**config.mk**
```make
export PLATFORM = sky130hd
export DESIGN_NAME = pss_detector
export DESIGN_NICKNAME = d
export VERILOG_FILES = /design/src/rtl/detector_pkg.sv /design/src/rtl/dsp_pkg.sv /design/src/rtl/pss_detector.sv /design/src/rtl/nid2_decider.sv /design/src/rtl/energy_window.sv /design/src/rtl/pss_correlator.sv
export VERILOG_INCLUDE_DIRS = /design/src /design/src/rtl
export SDC_FILE = /design/constraint.sdc
export NUM_CORES = 2
export LEC_CHECK = 0
export BUFFER_PORTS_ARGS = -buffer_cell sky130_fd_sc_hd__clkbuf_2
export CORE_UTILIZATION = 50
export CTS_CLUSTER_SIZE = 28
export DETAILED_ROUTE_END_ITERATION = 10
export PLACE_DENSITY = 0.61
export SLEW_MARGIN = 10
export SYNTH_ARGS = -nofsm -noshare
export SYNTH_HDL_FRONTEND = slang
export SYNTH_HIERARCHICAL = 1
export SYNTH_SLANG_ARGS = --single-unit
```
**constraint.sdc**
```tcl
create_clock -name clk_i -period 18.8 [get_ports clk_i]
set_clock_uncertainty 0.2 [all_clocks]
set_input_delay 2.82 -clock clk_i [delete_from_list [all_inputs] [get_ports clk_i]]
set_output_delay 2.82 -clock clk_i [all_outputs]
set_load 0.005 [all_outputs]
```
**src/rtl/pss_params.svh**
```systemverilog
`ifndef PSS_PARAMS_SVH
`define PSS_PARAMS_SVH

// ----------------------------------------
// window and datapath widths
// ----------------------------------------

// taps per sequence, also the energy window length
`define PSS_LEN 16
// width of I and of Q
`define SAMPLE_W 16
// correlation magnitude and energy sum
`define MAG_W 24

// ----------------------------------------
// detection limits
// ----------------------------------------

`define NOISE_LIMIT 64
`define DETECTION_SHIFT 1
`define COUNT_W 16

`endif
```
**src/rtl/detector_pkg.sv**
```systemverilog
`include "pss_params.svh"

package detector_pkg;

    parameter int NUM_LANES = 3;

    // ----------------------------------------
    // control and result types
    // ----------------------------------------

    typedef enum logic [1:0] {
        SEARCH = 2'd0,
        FIND   = 2'd1,
        PAUSE  = 2'd2
    } mode_e;

    typedef logic [1:0] nid2_t;

    // one detection bit per lane
    typedef logic [NUM_LANES-1:0] peak_vec_t;

    typedef logic [`COUNT_W-1:0] count_t;

    // ----------------------------------------
    // local sequences
    // ----------------------------------------

    // bit k set means tap k is -1, tap 0 meets the oldest sample
    // each row has eight -1 taps, pairwise distances 6 to 8
    // concatenation order is lane 2 first
    parameter logic [NUM_LANES-1:0][`PSS_LEN-1:0] PSS_TAPS = {
        16'h5E0D,
        16'h96C3,
        16'h3A59
    };

endpackage

```
**src/rtl/dsp_pkg.sv**
```systemverilog
`include "pss_params.svh"

package dsp_pkg;

    // ----------------------------------------
    // sample word
    // ----------------------------------------

    // Q sits in the upper half of the bus word, I in the lower half
    typedef struct packed {
        logic signed [`SAMPLE_W-1:0] q;
        logic signed [`SAMPLE_W-1:0] i;
    } iq_t;

    // one bus word, seen either as raw bits or as I/Q
    typedef union packed {
        logic [2*`SAMPLE_W-1:0] raw;
        iq_t                    iq;
    } sample_u;

    // ----------------------------------------
    // magnitudes
    // ----------------------------------------

    // |re| + |im| of a correlation, or a window energy
    typedef logic [`MAG_W-1:0] mag_t;

endpackage

```
**src/rtl/pss_detector.sv**
```systemverilog
`timescale 1ns/1ps

module pss_detector (
    input  logic                  clk_i,
    input  logic                  reset_int_n,
    input  dsp_pkg::sample_u      sample_i,
    input  logic                  sample_valid_i,
    input  detector_pkg::mode_e   mode_i,
    input  detector_pkg::nid2_t   requested_nid2_i,
    output detector_pkg::nid2_t   nid2_o,
    output logic                  nid2_valid_o,
    output detector_pkg::count_t  peak_count_0_o,
    output detector_pkg::count_t  peak_count_1_o,
    output detector_pkg::count_t  peak_count_2_o
);

    dsp_pkg::mag_t corr_mag_0;
    dsp_pkg::mag_t corr_mag_1;
    dsp_pkg::mag_t corr_mag_2;
    dsp_pkg::mag_t energy;
    logic energy_valid;

    // ----------------------------------------
    // correlators and energy, side by side
    // ----------------------------------------

    pss_correlator #(.LANE(0)) corr_0_i (
        .clk_i          (clk_i),
        .reset_int_n    (reset_int_n),
        .sample_i       (sample_i),
        .sample_valid_i (sample_valid_i),
        .corr_mag_o     (corr_mag_0)
    );

    pss_correlator #(.LANE(1)) corr_1_i (
        .clk_i          (clk_i),
        .reset_int_n    (reset_int_n),
        .sample_i       (sample_i),
        .sample_valid_i (sample_valid_i),
        .corr_mag_o     (corr_mag_1)
    );

    pss_correlator #(.LANE(2)) corr_2_i (
        .clk_i          (clk_i),
        .reset_int_n    (reset_int_n),
        .sample_i       (sample_i),
        .sample_valid_i (sample_valid_i),
        .corr_mag_o     (corr_mag_2)
    );

    energy_window energy_i (
        .clk_i          (clk_i),
        .reset_int_n    (reset_int_n),
        .sample_i       (sample_i),
        .sample_valid_i (sample_valid_i),
        .energy_o       (energy),
        .energy_valid_o (energy_valid)
    );

    nid2_decider decider_i (
        .clk_i            (clk_i),
        .reset_int_n      (reset_int_n),
        .corr_mag_0_i     (corr_mag_0),
        .corr_mag_1_i     (corr_mag_1),
        .corr_mag_2_i     (corr_mag_2),
        .energy_i         (energy),
        .energy_valid_i   (energy_valid),
        .mode_i           (mode_i),
        .requested_nid2_i (requested_nid2_i),
        .nid2_o           (nid2_o),
        .nid2_valid_o     (nid2_valid_o),
        .peak_count_0_o   (peak_count_0_o),
        .peak_count_1_o   (peak_count_1_o),
        .peak_count_2_o   (peak_count_2_o)
    );

endmodule

```
**src/rtl/nid2_decider.sv**
```systemverilog
`timescale 1ns/1ps

`include "pss_params.svh"

module nid2_decider (
    input  logic                  clk_i,
    input  logic                  reset_int_n,
    input  dsp_pkg::mag_t         corr_mag_0_i,
    input  dsp_pkg::mag_t         corr_mag_1_i,
    input  dsp_pkg::mag_t         corr_mag_2_i,
    input  dsp_pkg::mag_t         energy_i,
    input  logic                  energy_valid_i,
    input  detector_pkg::mode_e   mode_i,
    input  detector_pkg::nid2_t   requested_nid2_i,
    output detector_pkg::nid2_t   nid2_o,
    output logic                  nid2_valid_o,
    output detector_pkg::count_t  peak_count_0_o,
    output detector_pkg::count_t  peak_count_1_o,
    output detector_pkg::count_t  peak_count_2_o
);

    localparam dsp_pkg::mag_t NOISE_LIMIT = dsp_pkg::mag_t'(`NOISE_LIMIT);

    dsp_pkg::mag_t corr_mag [detector_pkg::NUM_LANES];
    dsp_pkg::mag_t energy_limit;
    detector_pkg::peak_vec_t peak;
    detector_pkg::nid2_t lane;
    logic single_peak;
    detector_pkg::count_t count_q [detector_pkg::NUM_LANES];

    assign corr_mag[0] = corr_mag_0_i;
    assign corr_mag[1] = corr_mag_1_i;
    assign corr_mag[2] = corr_mag_2_i;

    // ----------------------------------------
    // per-lane thresholds
    // ----------------------------------------

    always_comb begin
        energy_limit = energy_i >> `DETECTION_SHIFT;
        peak = '0;
        if (energy_valid_i && (mode_i != detector_pkg::PAUSE)) begin
            for (int l = 0; l < detector_pkg::NUM_LANES; l++) begin
                peak[l] = (corr_mag[l] > NOISE_LIMIT) && (corr_mag[l] > energy_limit);
            end
        end
    end

    // only a lone lane counts as a result
    always_comb begin
        single_peak = 1'b1;
        lane        = 2'd0;
        case (peak)
            3'b001: lane = 2'd0;
            3'b010: lane = 2'd1;
            3'b100: lane = 2'd2;
            default: single_peak = 1'b0;
        endcase
    end

    // ----------------------------------------
    // mode decision
    // ----------------------------------------

    always_ff @(posedge clk_i) begin
        if (!reset_int_n) begin
            nid2_o       <= '0;
            nid2_valid_o <= 1'b0;
        end else begin
            nid2_valid_o <= 1'b0;
            if (single_peak) begin
                case (mode_i)
                    detector_pkg::SEARCH: begin
                        nid2_o       <= lane;
                        nid2_valid_o <= 1'b1;
                    end
                    detector_pkg::FIND: begin
                        if (lane == requested_nid2_i) begin
                            nid2_o       <= lane;
                            nid2_valid_o <= 1'b1;
                        end
                    end
                    default: ;
                endcase
            end
        end
    end

    // peak counters, PAUSE already masked in peak
    always_ff @(posedge clk_i) begin
        if (!reset_int_n) begin
            for (int l = 0; l < detector_pkg::NUM_LANES; l++) begin
                count_q[l] <= '0;
            end
        end else begin
            for (int l = 0; l < detector_pkg::NUM_LANES; l++) begin
                if (peak[l]) begin
                    count_q[l] <= count_q[l] + 1'b1;
                end
            end
        end
    end

    assign peak_count_0_o = count_q[0];
    assign peak_count_1_o = count_q[1];
    assign peak_count_2_o = count_q[2];

endmodule

```
**src/rtl/energy_window.sv**
```systemverilog
`timescale 1ns/1ps

`include "pss_params.svh"

module energy_window (
    input  logic             clk_i,
    input  logic             reset_int_n,
    input  dsp_pkg::sample_u sample_i,
    input  logic             sample_valid_i,
    output dsp_pkg::mag_t    energy_o,
    output logic             energy_valid_o
);

    localparam int EXT_W  = `SAMPLE_W + 1;
    localparam int FILL_W = $clog2(`PSS_LEN + 1);
    localparam logic [FILL_W-1:0] FILL_FULL = FILL_W'(`PSS_LEN);

    logic signed [EXT_W-1:0] i_ext;
    logic signed [EXT_W-1:0] q_ext;
    logic [EXT_W-1:0] i_abs;
    logic [EXT_W-1:0] q_abs;
    dsp_pkg::mag_t new_mag;

    // hist_q[0] leaves the window on the next strobe
    dsp_pkg::mag_t hist_q [`PSS_LEN];
    logic [FILL_W-1:0] fill_q;

    // |I| + |Q| of the incoming sample, -32768 still fits after extension
    always_comb begin
        i_ext   = EXT_W'(sample_i.iq.i);
        q_ext   = EXT_W'(sample_i.iq.q);
        i_abs   = (i_ext < 0) ? -i_ext : i_ext;
        q_abs   = (q_ext < 0) ? -q_ext : q_ext;
        new_mag = dsp_pkg::mag_t'(i_abs) + dsp_pkg::mag_t'(q_abs);
    end

    // ----------------------------------------
    // running sum over the window
    // ----------------------------------------

    always_ff @(posedge clk_i) begin
        if (!reset_int_n) begin
            for (int k = 0; k < `PSS_LEN; k++) begin
                hist_q[k] <= '0;
            end
            energy_o <= '0;
        end else if (sample_valid_i) begin
            for (int k = 0; k < `PSS_LEN - 1; k++) begin
                hist_q[k] <= hist_q[k+1];
            end
            hist_q[`PSS_LEN-1] <= new_mag;
            energy_o <= energy_o + new_mag - hist_q[0];
        end
    end

    // warm-up, valid from the strobe that fills the window
    always_ff @(posedge clk_i) begin
        if (!reset_int_n) begin
            fill_q         <= '0;
            energy_valid_o <= 1'b0;
        end else begin
            if (sample_valid_i && (fill_q != FILL_FULL)) begin
                fill_q <= fill_q + 1'b1;
            end
            energy_valid_o <= sample_valid_i && (fill_q >= FILL_FULL - 1'b1);
        end
    end

endmodule

```
**src/rtl/pss_correlator.sv**
```systemverilog
`timescale 1ns/1ps

`include "pss_params.svh"

module pss_correlator #(
    parameter int LANE = 0
) (
    input  logic             clk_i,
    input  logic             reset_int_n,
    input  dsp_pkg::sample_u sample_i,
    input  logic             sample_valid_i,
    output dsp_pkg::mag_t    corr_mag_o
);

    // one bit of growth per tap doubling plus sign
    localparam int SUM_W = `SAMPLE_W + $clog2(`PSS_LEN) + 1;
    localparam logic [`PSS_LEN-1:0] TAPS = detector_pkg::PSS_TAPS[LANE];

    // line_q[0] is the oldest sample
    dsp_pkg::sample_u line_q [`PSS_LEN];
    dsp_pkg::sample_u window [`PSS_LEN];

    logic signed [SUM_W-1:0] sum_re;
    logic signed [SUM_W-1:0] sum_im;
    logic [SUM_W-1:0] abs_re;
    logic [SUM_W-1:0] abs_im;

    // ----------------------------------------
    // window including the incoming sample
    // ----------------------------------------

    always_comb begin
        for (int k = 0; k < `PSS_LEN - 1; k++) begin
            window[k] = line_q[k+1];
        end
        window[`PSS_LEN-1] = sample_i;
    end

    // ----------------------------------------
    // +-1 correlation
    // ----------------------------------------

    always_comb begin
        sum_re = '0;
        sum_im = '0;
        for (int k = 0; k < `PSS_LEN; k++) begin
            if (TAPS[k]) begin
                sum_re = sum_re - SUM_W'(window[k].iq.i);
                sum_im = sum_im - SUM_W'(window[k].iq.q);
            end else begin
                sum_re = sum_re + SUM_W'(window[k].iq.i);
                sum_im = sum_im + SUM_W'(window[k].iq.q);
            end
        end
        abs_re = sum_re[SUM_W-1] ? -sum_re : sum_re;
        abs_im = sum_im[SUM_W-1] ? -sum_im : sum_im;
    end

    always_ff @(posedge clk_i) begin
        if (!reset_int_n) begin
            for (int k = 0; k < `PSS_LEN; k++) begin
                line_q[k].raw <= '0;
            end
            corr_mag_o <= '0;
        end else if (sample_valid_i) begin
            line_q     <= window;
            corr_mag_o <= dsp_pkg::mag_t'(abs_re) + dsp_pkg::mag_t'(abs_im);
        end
    end

endmodule

```
==> impl_results.md <==
- CP Class: input pin to flop
- Post-CTS Setup Bufs: 0
- DR iter-0 viols: 3770
- Total track usage: 0.223
- Clock slew seen by the registers of the worst setup and hold paths: 0.06 ns
- Reg2reg start: corr_2_i/line_q[258]$_SDFFE_PN0P_
- Post-cts sizing count: 0
- Seq/Total Area, Yosys: 0.329
- Number of buffers created by CTS: 212
- DR DRC count: 0
- Hold Crit Class: flop to flop
- Total Nets Final: 13600
- Worst hold path depth: 2
- Initial cell density of the core: 0.504
- WP data arrival: 11.95 ns
- Syn Inst Count: 11800
- Clock root cell: clkbuf_16
- Synth area leaders: dfxtp_1, fa_1, mux2i_1
- Final setup violation count: 0
- Final HPWL DP: 208 mm
- Die footprint: 251000 um2
- Hold Slack: 0.264 ns
- Fraction of registers with async set/reset: 0
- Pleak: 57.0 nW
- H-tree lvl count: 4
- Pwr dens: 162 nW/um2
- Unique masters post-synth: 125
- Layout area overhead: 8.76%
- First-pass GRT wire length: 443 mm
- Layout filler cell count: 21700
- Min cycle time layout: 11.42 ns
- Std cell rows: 182
- Synth warn: 6
- CTS tree: done
- Slew headroom: 0.151
- Crit-path slowest cell: fa_1
- R2r worst-path depth: 30
- Routed wire length per instance: 17.9 um
- Die Height: 501 um
- CP endpoint: corr_2_i/corr_mag_o[19]$_SDFFE_PN0P_
- Cell mode on critical path: fa_1
- FF-to-FF End: corr_2_i/corr_mag_o[19]$_SDFFE_PN0P_
- Floorplan core area: 246000 um2
- Fin. Hold Viols: 0
- CP endpoint kind: flop
- Max_cap viols: 0
- Clk sinks: 1875
- Post-synth EDFFs: 336
- Critical Path RT: 19.33 ns
- Yosys top cell by area: dfxtp_1
- Startpoint types: input pin
- #FFs+latches synth: 1875
- Crit path from: sample_i[2]
- RSZ-0062 raised after global routing: no
- Post-synth top cells: inv_1, dfxtp_1, nor2b_1, mux2i_1, fa_1
- Ports: 90
- Vias in the first global route: 79800
- Area of the mapped netlist: 124000 um2
- Syn Area/Cell: 10.5 um2
- Count leader, synth: inv_1
- Sequential cell area: 40900 um2
- Max VDD drop: 0.000302 V
- Initial antenna violation count: 13
- Placed cells: 14900
- GPL Wtd Cong: 0.909
- Final wirelength: 273 mm
- Via count: 75800
- Number of I/O port buffers: 89
- Outcome: finished clean
- Flop2flop setup slack: 9.29 ns
- Die W: 501 um
- Synth top area share: 0.248
- Grt ovf: 0
- Tcrit/Tclk final: 0.607
- DRT antenna net count: 0
- Setup TNS: 0 ns
- Largest net degree at the start of global routing: 275
- Slew @ Worst Pin: 1.26 ns
- Max Fclk: 87.6 MHz
- CTS max path bufs: 3
- DR pass1 iterations: 5
- Vias per cell: 4.97
- Fin cells: 15300
- Crit Path Max Fanout: 22
- Most used DFF post-synth: dfxtp_1
- Pins over their slew limit: 0
- Core Util, Final: 0.548
- Area used by multi-input combinational logic: 72400 um2
- Clock latency on the worst-skew pair: 0.87 ns
- Hold buffer count at cts: 0
- Share of cells above drive strength 1: 0.0497
- Max incr delay on CP: 0.62 ns
-- cells in the final DEF (no fill, tap or decap), types with 172 or more instances in the layout --
cell type / n
ha_1: 343
mux2i_1: 1503
inv_1: 2447
nand2_1: 172
xnor2_1: 222
a21oi_1: 219
edfxtp_1: 336
dfxtp_1: 1539
fa_1: 1456
clkbuf_16: 218
nor2_1: 244
and3_1: 218
nor2b_1: 1514
-- report_power, final --
part	internal, mW	switching, mW	total (mW)
Clock	2.62	1.76	4.38
Combinational	5.28	7.86	13.1
Sequential	4.28	0.111	4.40
-- metrics by stage --
step	cell area, um2	total power [mW]	worst slack (ns)
floorplan	124000	14.1	6.20
global placement	128000	17.3	6.60
detailed placement	128000	17.5	6.62
CTS	135000	22.0	7.47
global route	135000	23.5	6.93
finish	135000	21.9	7.38
-- final cells by class --
class	instances	area share
clock buffer	302	0.0458
clock inverter	95	0.00944
tap	3312	0.0307
timing repair buffer	146	0.00739
sequential	1875	0.303
inverter	2454	0.0682
multi-input combinational	7069	0.536
antenna	3	0.0000556
-- how the worst min path moves through the flow --
stage | startpoint | to | slack, ns
2_1_floorplan | decider_i/nid2_o[0]$_SDFFE_PN0P_ | decider_i/nid2_o[0]$_SDFFE_PN0P_ | 0.25
3_3_place_gp | decider_i/nid2_o[1]$_SDFFE_PN0P_ | decider_i/nid2_o[1]$_SDFFE_PN0P_ | 0.25
3_5_place_dp | decider_i/nid2_o[0]$_SDFFE_PN0P_ | decider_i/nid2_o[0]$_SDFFE_PN0P_ | 0.26
4_1_cts | decider_i/nid2_o[1]$_SDFFE_PN0P_ | decider_i/nid2_o[1]$_SDFFE_PN0P_ | 0.27
5_1_grt | decider_i/nid2_o[1]$_SDFFE_PN0P_ | decider_i/nid2_o[1]$_SDFFE_PN0P_ | 0.29
6_report | decider_i/nid2_o[1]$_SDFFE_PN0P_ | decider_i/nid2_o[1]$_SDFFE_PN0P_ | 0.26
-- registers in the layout (all words and copies together), names as in the netlist --
register                 flops
energy_i/fill_q              5
energy_i/energy_o           24
corr_0_i/line_q            480
energy_i/energy_valid_o      1
decider_i/count_q           48
corr_1_i/line_q            480
corr_2_i/line_q            480
decider_i/nid2_o             2
corr_0_i/corr_mag_o         22
corr_2_i/corr_mag_o         22
energy_i/hist_q            288
corr_1_i/corr_mag_o         22
decider_i/nid2_valid_o       1
-- worst max-delay path, delay by kind of cell --
kind,cells,cell delay (ns)
xor+xnor,2,0.30
mux,1,0.14
simple gates,2,0.17
fa+ha+maj,9,4.11
compound gates,13,3.72
buf+inv,4,0.65
-- logic make-up (layout without fill, tap and decap cells) --
| kind of cell | count (synthesis) | in the layout | share of synthesized area |
|---|---|---|---|
| buffers and inverters | 2897 | 2997 | 0.0883 |
| AO/OA/AOI/OAI | 773 | 773 | 0.0418 |
| multiplexers | 1505 | 1505 | 0.121 |
| XOR/XNOR | 363 | 363 | 0.0258 |
| flip-flops | 1875 | 1875 | 0.329 |
| other | 4 | 11 | 0.000121 |
| adder cells (fa/ha/maj) | 1799 | 1799 | 0.269 |
| AND/OR/NAND/NOR | 2621 | 2621 | 0.124 |
-- routing by layer --
layer / vias up / wire length, um / global-route usage
met5: - / 20 / 0
met4: 4 / 7570 / 0.0610
met3: 381 / 9090 / 0.0286
met2: 927 / 130000 / 0.373
met1: 37600 / 126000 / 0.304
li1: 36900 / - / -
No activity file was read; power rests on OpenSTA's default activity.
